`src/rtl/exec_settings.svh`:
```
`ifndef EXEC_SETTINGS_SVH
`define EXEC_SETTINGS_SVH

// Operand and result width
`define EXEC_DATA_W	32

`define EXEC_TAG_W	6	// Destination register tag

// Power-of-two entry count per unit result buffer
`define EXEC_DEPTH	4

`endif

```
`src/rtl/execPkg.sv`:
```
`include "exec_settings.svh"

package execPkg;

	////////////////////////////////////////
	// Datapath types

	// One operand or one result
	typedef logic [`EXEC_DATA_W-1:0] data_t;

	typedef logic [`EXEC_TAG_W-1:0] tag_t;	// Destination register

	// Bit 1 picks the unit, bit 0 the variant
	// (subtract on the add unit, high half on the multiply unit)
	typedef logic [1:0] opCode_t;

	// Result buffer entry address
	typedef logic [$clog2(`EXEC_DEPTH)-1:0] bufPtr_t;

	////////////////////////////////////////
	// Arbiter state

	// Unit served last by the write-back arbiter
	typedef enum logic {
		grantAdd = 1'b0,
		grantMul = 1'b1
	} grant_t;

endpackage

```
`src/rtl/execIssueIf.sv`:
```
`timescale 1ns/1ps

// One issue into a unit or one result out of it
interface execIssueIf;
	import execPkg::*;

	logic valid;
	data_t data1;	// First operand or the unit result
	data_t data2;	// Second operand and idle on the result side
	opCode_t opCode;
	tag_t tag;

	modport source (
		output valid,
		output data1,
		output data2,
		output opCode,
		output tag
	);

	modport sink (
		input valid,
		input data1,
		input data2,
		input opCode,
		input tag
	);

endinterface

```
`src/rtl/ringBuffCtrl.sv`:
```
`timescale 1ns/1ps
`include "exec_settings.svh"

module ringBuffCtrl #(
	parameter int numEntry = `EXEC_DEPTH
)(
	input logic clock,
	input logic reset,
	input logic writeEn,
	input logic readEn,
	output execPkg::bufPtr_t writeAddr,
	output execPkg::bufPtr_t readAddr,
	output logic full,
	output logic empty
);
	import execPkg::*;

	localparam int cntW = $clog2(numEntry + 1);

	logic [cntW-1:0] count;	// Entries in use
	logic doWrite;
	logic doRead;

	// Never write into a full buffer or read from an empty one
	assign doWrite = writeEn & ~full;
	assign doRead = readEn & ~empty;

	assign full = (count == cntW'(numEntry));
	assign empty = (count == '0);

	always_ff @(posedge clock) begin
		if (reset) begin
			writeAddr <= '0;
			readAddr <= '0;
			count <= '0;
		end
		else begin
			if (doWrite) begin
				writeAddr <= (writeAddr == bufPtr_t'(numEntry - 1)) ? '0 :
					writeAddr + bufPtr_t'(1);
			end
			if (doRead) begin
				readAddr <= (readAddr == bufPtr_t'(numEntry - 1)) ? '0 :
					readAddr + bufPtr_t'(1);
			end

			// Write and read together keep the count
			case ({doWrite, doRead})
				2'b10: count <= count + cntW'(1);
				2'b01: count <= count - cntW'(1);
				default: count <= count;
			endcase
		end
	end

endmodule

```
`src/rtl/addUnit.sv`:
```
`timescale 1ns/1ps
`include "exec_settings.svh"

module addUnit (
	input logic clock,
	input logic reset,
	execIssueIf.sink issue,
	execIssueIf.source result,
	input logic hold,
	output logic busy
);
	import execPkg::*;

	logic isSub;
	data_t resultData;

	logic writeEn;
	logic readEn;
	bufPtr_t writeAddr;
	bufPtr_t readAddr;
	logic full;
	logic empty;

	// Result buffer entries
	data_t bufData [`EXEC_DEPTH];
	tag_t bufTag [`EXEC_DEPTH];
	opCode_t bufOpCode [`EXEC_DEPTH];

	////////////////////////////////////////
	// Compute in the issue cycle

	assign isSub = issue.opCode[0];
	assign resultData = isSub ? issue.data1 - issue.data2 : issue.data1 + issue.data2;

	assign writeEn = issue.valid & ~full;	// Issue into a full buffer is dropped
	assign readEn = ~empty & ~hold;

	always_ff @(posedge clock) begin
		if (writeEn) begin
			bufData[writeAddr] <= resultData;
			bufTag[writeAddr] <= issue.tag;
			bufOpCode[writeAddr] <= issue.opCode;
		end
	end

	////////////////////////////////////////
	// Oldest entry toward the arbiter

	assign result.valid = ~empty;	// Taken when hold is low
	assign result.data1 = bufData[readAddr];
	assign result.data2 = '0;
	assign result.opCode = bufOpCode[readAddr];
	assign result.tag = bufTag[readAddr];

	assign busy = full;

	ringBuffCtrl #(
		.numEntry(`EXEC_DEPTH)
	) ringBuffCtrl0 (
		.clock(clock),
		.reset(reset),
		.writeEn(writeEn),
		.readEn(readEn),
		.writeAddr(writeAddr),
		.readAddr(readAddr),
		.full(full),
		.empty(empty)
	);

endmodule

```
`src/rtl/mulUnit.sv`:
```
`timescale 1ns/1ps
`include "exec_settings.svh"

module mulUnit (
	input logic clock,
	input logic reset,
	execIssueIf.sink issue,
	execIssueIf.source result,
	input logic hold,
	output logic busy
);
	import execPkg::*;

	localparam int dataW = $bits(data_t);

	logic [2*dataW-1:0] product;	// Full unsigned product
	logic wantHigh;
	data_t resultData;

	logic writeEn;
	logic readEn;
	bufPtr_t writeAddr;
	bufPtr_t readAddr;
	logic full;
	logic empty;

	data_t bufData [`EXEC_DEPTH];
	tag_t bufTag [`EXEC_DEPTH];
	opCode_t bufOpCode [`EXEC_DEPTH];

	////////////////////////////////////////
	// Multiply and pick one half

	assign product = issue.data1 * issue.data2;
	assign wantHigh = issue.opCode[0];
	assign resultData = wantHigh ? product[2*dataW-1:dataW] : product[dataW-1:0];

	assign writeEn = issue.valid & ~full;
	assign readEn = ~empty & ~hold;

	always_ff @(posedge clock) begin
		if (writeEn) begin
			bufData[writeAddr] <= resultData;
			bufTag[writeAddr] <= issue.tag;
			bufOpCode[writeAddr] <= issue.opCode;
		end
	end

	// Same read side as the add unit
	assign result.valid = ~empty;
	assign result.data1 = bufData[readAddr];
	assign result.data2 = '0;
	assign result.opCode = bufOpCode[readAddr];
	assign result.tag = bufTag[readAddr];

	assign busy = full;	// Lane top shows this as mulBusy

	ringBuffCtrl #(
		.numEntry(`EXEC_DEPTH)
	) ringBuffCtrl0 (
		.clock(clock),
		.reset(reset),
		.writeEn(writeEn),
		.readEn(readEn),
		.writeAddr(writeAddr),
		.readAddr(readAddr),
		.full(full),
		.empty(empty)
	);

endmodule

```
`src/rtl/resultArbiter.sv`:
```
`timescale 1ns/1ps

module resultArbiter (
	input logic clock,
	input logic reset,
	execIssueIf.sink addIn,
	execIssueIf.sink mulIn,
	output logic holdAdd,
	output logic holdMul,
	input logic wbStall,
	output logic wbValid,
	output execPkg::data_t wbData,
	output execPkg::tag_t wbTag,
	output execPkg::opCode_t wbOpCode
);
	import execPkg::*;

	grant_t lastGrant;	// Unit served most recently

	logic accept;
	logic preferMul;
	logic takeAdd;
	logic takeMul;

	////////////////////////////////////////
	// Selection

	// Output stage is free or delivering whenever write-back is not stalled
	assign accept = ~wbStall;

	// Serve the unit that did not go last
	assign preferMul = (lastGrant == grantAdd);

	// A unit loses only when the preferred one also has a result
	assign holdAdd = ~accept | (preferMul & mulIn.valid);
	assign holdMul = ~accept | (~preferMul & addIn.valid);

	assign takeAdd = addIn.valid & ~holdAdd;
	assign takeMul = mulIn.valid & ~holdMul;

	////////////////////////////////////////
	// Write-back stage

	always_ff @(posedge clock) begin
		if (reset) begin
			wbValid <= 1'b0;
			lastGrant <= grantAdd;
		end
		else if (accept) begin
			wbValid <= takeAdd | takeMul;
			if (takeAdd) begin
				lastGrant <= grantAdd;
			end
			else if (takeMul) begin
				lastGrant <= grantMul;
			end
		end
	end

	// Payload registers load only on a take
	always_ff @(posedge clock) begin
		if (takeAdd) begin
			wbData <= addIn.data1;
			wbTag <= addIn.tag;
			wbOpCode <= addIn.opCode;
		end
		else if (takeMul) begin
			wbData <= mulIn.data1;
			wbTag <= mulIn.tag;
			wbOpCode <= mulIn.opCode;
		end
	end

endmodule

```
`src/rtl/execLane.sv`:
```
`timescale 1ns/1ps

module execLane (
	input logic clock,
	input logic reset,
	input logic issueEn,
	input execPkg::data_t issueData1,
	input execPkg::data_t issueData2,
	input execPkg::opCode_t issueOpCode,
	input execPkg::tag_t issueTag,
	output logic addBusy,
	output logic mulBusy,
	input logic wbStall,
	output logic wbValid,
	output execPkg::data_t wbData,
	output execPkg::tag_t wbTag,
	output execPkg::opCode_t wbOpCode
);

	logic toMul;	// Opcode bit 1 picks the multiply unit
	logic holdAdd;
	logic holdMul;

	execIssueIf issueToAdd ();
	execIssueIf issueToMul ();
	execIssueIf addResult ();
	execIssueIf mulResult ();

	////////////////////////////////////////
	// Issue routing

	assign toMul = issueOpCode[1];

	assign issueToAdd.valid = issueEn & ~toMul;
	assign issueToAdd.data1 = issueData1;
	assign issueToAdd.data2 = issueData2;
	assign issueToAdd.opCode = issueOpCode;
	assign issueToAdd.tag = issueTag;

	assign issueToMul.valid = issueEn & toMul;
	assign issueToMul.data1 = issueData1;
	assign issueToMul.data2 = issueData2;
	assign issueToMul.opCode = issueOpCode;
	assign issueToMul.tag = issueTag;

	////////////////////////////////////////
	// Units and write-back

	addUnit addUnit0 (
		.clock(clock),
		.reset(reset),
		.issue(issueToAdd),
		.result(addResult),
		.hold(holdAdd),
		.busy(addBusy)
	);

	mulUnit mulUnit0 (
		.clock(clock),
		.reset(reset),
		.issue(issueToMul),
		.result(mulResult),
		.hold(holdMul),
		.busy(mulBusy)
	);

	resultArbiter resultArbiter0 (
		.clock(clock),
		.reset(reset),
		.addIn(addResult),
		.mulIn(mulResult),
		.holdAdd(holdAdd),
		.holdMul(holdMul),
		.wbStall(wbStall),
		.wbValid(wbValid),
		.wbData(wbData),
		.wbTag(wbTag),
		.wbOpCode(wbOpCode)
	);

endmodule

```
`config.mk`:
```
export PLATFORM = sky130hd
export DESIGN_NAME = execLane
export DESIGN_NICKNAME = d
export VERILOG_FILES = /design/src/rtl/execPkg.sv /design/src/rtl/execIssueIf.sv /design/src/rtl/ringBuffCtrl.sv /design/src/rtl/addUnit.sv /design/src/rtl/mulUnit.sv /design/src/rtl/resultArbiter.sv /design/src/rtl/execLane.sv
export VERILOG_INCLUDE_DIRS = /design/src /design/src/rtl
export SDC_FILE = /design/constraint.sdc
export NUM_CORES = 2
export LEC_CHECK = 0
export CELL_PAD_IN_SITES_DETAIL_PLACEMENT = 0
export CELL_PAD_IN_SITES_GLOBAL_PLACEMENT = 1
export CORE_MARGIN = 10
export CORE_UTILIZATION = 45
export DETAILED_ROUTE_END_ITERATION = 12
export DONT_BUFFER_PORTS = 1
export PLACE_DENSITY = 0.71
export SLEW_MARGIN = 20
export SYNTH_ARGS = -nofsm -noshare
export SYNTH_HDL_FRONTEND = slang
export SYNTH_HIERARCHICAL = 1
export SYNTH_SLANG_ARGS = --single-unit
```
`constraint.sdc`:
```
create_clock -name clock -period 8.9 [get_ports clock]
set_input_delay 1.335 -clock clock [delete_from_list [all_inputs] [get_ports clock]]
set_output_delay 1.335 -clock clock [all_outputs]
set_load 0.01 [all_outputs]
```
After elaboration in Yosys (flattened, before gate mapping) --
Memories as Yosys holds them, arrays and structs flattened. A register that Yosys moved wholly into a read port is not among the register bits. Index checks and enable logic that the tools add are counted.
Word-level totals: flip-flop bits (word level) 56, memory bits (writable) 320, bits of input ports 76, output and inout port bits 43, logic and storage cells 100, memories kept 6
Memories:
- addUnit0.bufData | depth 4, bits a word 32, rd ports 1, clocked after Yosys merged registers in 1, write ports 1, RTL line addUnit.sv:25 | data_t bufData [`EXEC_DEPTH];
- mulUnit0.bufData | depth 4, bits a word 32, rd ports 1, clocked after Yosys merged registers in 1, write ports 1, RTL line mulUnit.sv:27 | data_t bufData [`EXEC_DEPTH];
- addUnit0.bufTag | depth 4, bits a word 6, rd ports 1, clocked after Yosys merged registers in 1, write ports 1, RTL line addUnit.sv:26 | tag_t bufTag [`EXEC_DEPTH];
- mulUnit0.bufTag | depth 4, bits a word 6, rd ports 1, clocked after Yosys merged registers in 1, write ports 1, RTL line mulUnit.sv:28 | tag_t bufTag [`EXEC_DEPTH];
- addUnit0.bufOpCode | depth 4, bits a word 2, rd ports 1, clocked after Yosys merged registers in 1, write ports 1, RTL line addUnit.sv:27 | opCode_t bufOpCode [`EXEC_DEPTH];
- mulUnit0.bufOpCode | depth 4, bits a word 2, rd ports 1, clocked after Yosys merged registers in 1, write ports 1, RTL line mulUnit.sv:29 | opCode_t bufOpCode [`EXEC_DEPTH];
Cells by class: add/subtract/negate cells 10, multipliers 1, equality and inequality tests 10, muxes and demuxes 32, bitwise logic cells 24, reductions and logical operators 6
Operator list (count):
- $mux 32 | 4
- $mul 32x32->64 | 1
- $mux 2 | 18
- $add 32x32->32 | 1
- $sub 32x32->32 | 1
- $and 1x1->1 | 12
- $eq 2x2->1 const B | 6
- $mux 6 | 2
- $pmux 3 s2 | 2
- $not 1->1 | 9
- $add 2x1->2 const B | 4
- $add 3x1->3 const B | 2
- $eq 3x3->1 const B | 2
- $logic_not 3->1 | 2
- $mux 1 | 6
- $reduce_bool 2->1 | 3
- $sub 3x1->3 const B | 2
- $eq 2x1->1 const B | 2
- $or 1x1->1 | 3
- $reduce_and 2->1 | 1

Longest topological paths before layout --
word-level depth 9, gate-level depth with buffers 29, mapped depth without buffers 27

Hierarchy --
The synthesis kept the hierarchy.
By module, submodules not included:
- mulUnit | times used 1, cells each 4043, area each 39864.5 um^2, sequential area each 4804.6 um^2
- addUnit | times used 1, cells each 612, area each 8471.9 um^2, sequential area each 4804.6 um^2
- resultArbiter | times used 1, cells each 98, area each 1960.6 um^2, sequential area each 1241.2 um^2
- ringBuffCtrl | times used 2, cells each 41, area each 359.1 um^2, sequential area each 140.1 um^2
- execLane | times used 1, cells each 2, area each 16.3 um^2, sequential area each 0.0 um^2

Least setup slack after synthesis --
Ideal clock, no wire load.
path kind input to register, start point input issueData1[19], end point memory mulUnit0/bufData[0][26] (netlist bit), data pin, library setup time 271 ps, arrival time 8064 ps, required time 8629 ps, slack 565 ps, stages 27, buffers on the path 1, cell sequence clkbuf_1 > nand2_1 > fa_1 > inv_1 > fa_1 > inv_1 > fa_1 > inv_1 > fa_1 > inv_1 > fa_1 > inv_1 > fa_1 > fa_1 > inv_1 > fa_1 > inv_1 > ha_1 > a21oi_2 > o21ai_1 > a21o_1 > a221o_1 > a221o_1 > a41oi_4 > o21a_4 > nor4_1 > o32a_1
Between the ends: cells in the longest elaborated chain, start to end 2
RTL lines:
- from (decl) | RTL line execLane.sv:7 | input execPkg::data_t issueData1,
- $mul 32x32->64 | RTL line mulUnit.sv:34 | assign product = issue.data1 * issue.data2;
- $mux 32 | RTL line mulUnit.sv:36 | assign resultData = wantHigh ? product[2*dataW-1:dataW] : product[dataW-1:0];
- named net mulUnit0.resultData[26] | RTL line mulUnit.sv:18 | data_t resultData;
- to (decl) | RTL line mulUnit.sv:27
The timed path passes the listed nets, and every way through them passes these cells.

Worst setup path after layout --
start point input issueData1[26], end point memory mulUnit0/bufData[1][31] (netlist bit), data pin
Same word-level chain as after synthesis.

==> results.py <==
metrics = {
    "run_status": {
        "status": "finished clean",
    },
    "layout": {
        "nNetsFinal": 5843,
        "area_growth_pct": 4.43,
        "final_common_cell": "inv_1",
        "final_cell_mix": "928 x inv_1, 899 x fa_1, 584 x and2_1",
        "drive_gt1_share_pct": 5.59,
    },
    "clock_network": {
        "cts.sinks": 376,
        "numCtsBuffers": 37,
        "tritoncts": "yes",
        "clock_path_buffers": 3,
        "hold_buffers": 0,
        "cts_root_buf": "clkbuf_16",
        "clkLatencyLatePin_ns": 0.53,
        "cts_setup_buffers": 0,
        "path_clk_slew_ns": 0.06,
        "cts_resized": 0,
        "cts_htree_levels": 2,
    },
    "detailed_routing": {
        "finalWirelength_mm": 142,
        "avgRoutedWirePerCell_um": 23.4,
        "drtIter0Drc": 2197,
        "vias": 33239,
        "dr.pass1.iters": 5,
        "viasPerCell": 5.46,
        "ant_nets": 0,
        "drc": 0,
    },
    "critical_path": {
        "max_stage_delay_ns": 0.57,
        "required_ns": 9.25,
        "worstSetupPathType": "input port to register",
        "endpoint_kind": "register",
        "worstPathArrival_ns": 8.48,
        "slowest_stage": "fa_1",
        "startpoint_type": "input port",
        "crit_chain": "and2_1, fa_1, fa_1, inv_1, fa_1, fa_1, inv_1, fa_1, fa_1, fa_1, inv_1, fa_1, inv_1, ha_1, a21oi_1, o21ai_0, a211oi_1, nand2_1, a31o_2, a32o_1, or4_1, nand3_1",
        "critPathMaxFanout": 33,
        "cpMostUsedCell": "fa_1",
    },
    "sta": {
        "drv_slew": 0,
        "final.period_utilization_pct": 91.4,
        "rsz0062_at_grt": "no",
        "hold_viol": 0,
        "max_slew.worst_pin.slew_ns": 1.00,
        "min_period_ns": 8.13,
        "slew_headroom_pct": 32.2,
        "setup_tns_ns": 0,
        "finalSetupViolations": 0,
        "fmax_ghz": 0.123,
        "fin_worst_skew_ns": 0.0140,
    },
    "die": {
        "start_util_pct": 45.5,
        "die_w_um": 355,
        "chipHeight_um": 355,
        "die-area_mm2": 0.126,
        "io_pins": 119,
        "rows": 122,
        "core_area_mm2": 0.111,
    },
    "global_routing": {
        "grt_pass1_vias": 35851,
        "busiest_layer": "met2",
        "use_met3_pct": 1.90,
        "grt_max_degree": 94,
        "grt_remaining_overflow": 0,
        "grt_util_met1_pct": 30.9,
        "antenna_found_initial": 3,
        "grt_util_met2_pct": 38.9,
        "grt.total_usage_pct": 22.7,
        "grt_pass1_wl_mm": 222,
    },
    "place": {
        "hpwlAfterDp_mm": 106,
        "port_buffers": 0,
        "gp_congestion": 0.880,
    },
    "synthesis": {
        "synthesis.area_mm2": 0.0505,
        "synth_nets": 6047,
        "syn_inst": 4771,
        "syn_area_per_cell_um2": 10.6,
        "yosys_warnings": 6,
    },
    "min_path": {
        "hp-class": "register to register",
    },
    "run": {
        "cap_violations": 0,
    },
}
[per-stage QoR]
step	util, %	instances	instance area, µm²	worst slack, ns	hold WS, ns
global route	47.5	6083	52800	0.515	0.536
CTS	47.5	6083	52800	0.816	0.501
global placement	46.4	6016	51600	0.365	0.485
floorplan	-	4771	50500	0.565	0.455
finish	47.5	6084	52800	0.768	0.503
detailed placement	46.4	6016	51600	0.282	0.488
[cell type report]
class / count / area (µm²)
Fill cell: 10420 / 58300
Inverter: 930 / 3490
Multi-Input combinational cell: 3205 / 35000
Clock buffer: 45 / 998
Sequential cell: 376 / 11100
Antenna cell: 1 / 2.50
Tap cell: 1488 / 1860
Timing Repair Buffer: 17 / 128
Clock inverter: 22 / 213
[critical path, delay by kind of cell]
kind                     cells  cell delay (ns)
buffers and inverters        4             0.19
AND/OR/NAND/NOR              4             0.98
AO/OA/AOI/OAI                5             1.52
adder cells (fa/ha/maj)      9             4.40
[path summary, 6_finish.rpt]
kind | startpoint | to | slack (ns) | depth (start not counted)
worst min-delay path | addUnit0/ringBuffCtrl0/readAddr[1] | addUnit0/ringBuffCtrl0/readAddr[1] | 0.50 | 2
worst max-delay path | issueData1[26] | mulUnit0/bufData[1][31] | 0.77 | 22
worst min register to register | addUnit0/ringBuffCtrl0/readAddr[1] | addUnit0/ringBuffCtrl0/readAddr[1] | 0.50 | 2
worst max register to register | mulUnit0/ringBuffCtrl0/count[1] | addUnit0/ringBuffCtrl0/count[2] | 6.33 | 13
[state kept, by name (all words and copies together) (netlist names), 3 cells and up]
signal,cells
addUnit0/bufTag,24
mulUnit0/bufData,128
resultArbiter0/wbData,32
mulUnit0/bufTag,24
addUnit0/ringBuffCtrl0/count,3
mulUnit0/bufOpCode,8
addUnit0/bufOpCode,8
mulUnit0/ringBuffCtrl0/count,3
addUnit0/bufData,128
resultArbiter0/wbTag,6
[routing by layer]
layer	share of wire [%]	wire, µm
met1	43	61500
met2	50	70800
met3	4.3	6080
met4	2.7	3780
met5	0	0
Power is left out: the tool's default activity adds up to more than one toggle a clock period on the data nets, which glitch-free logic cannot reach.
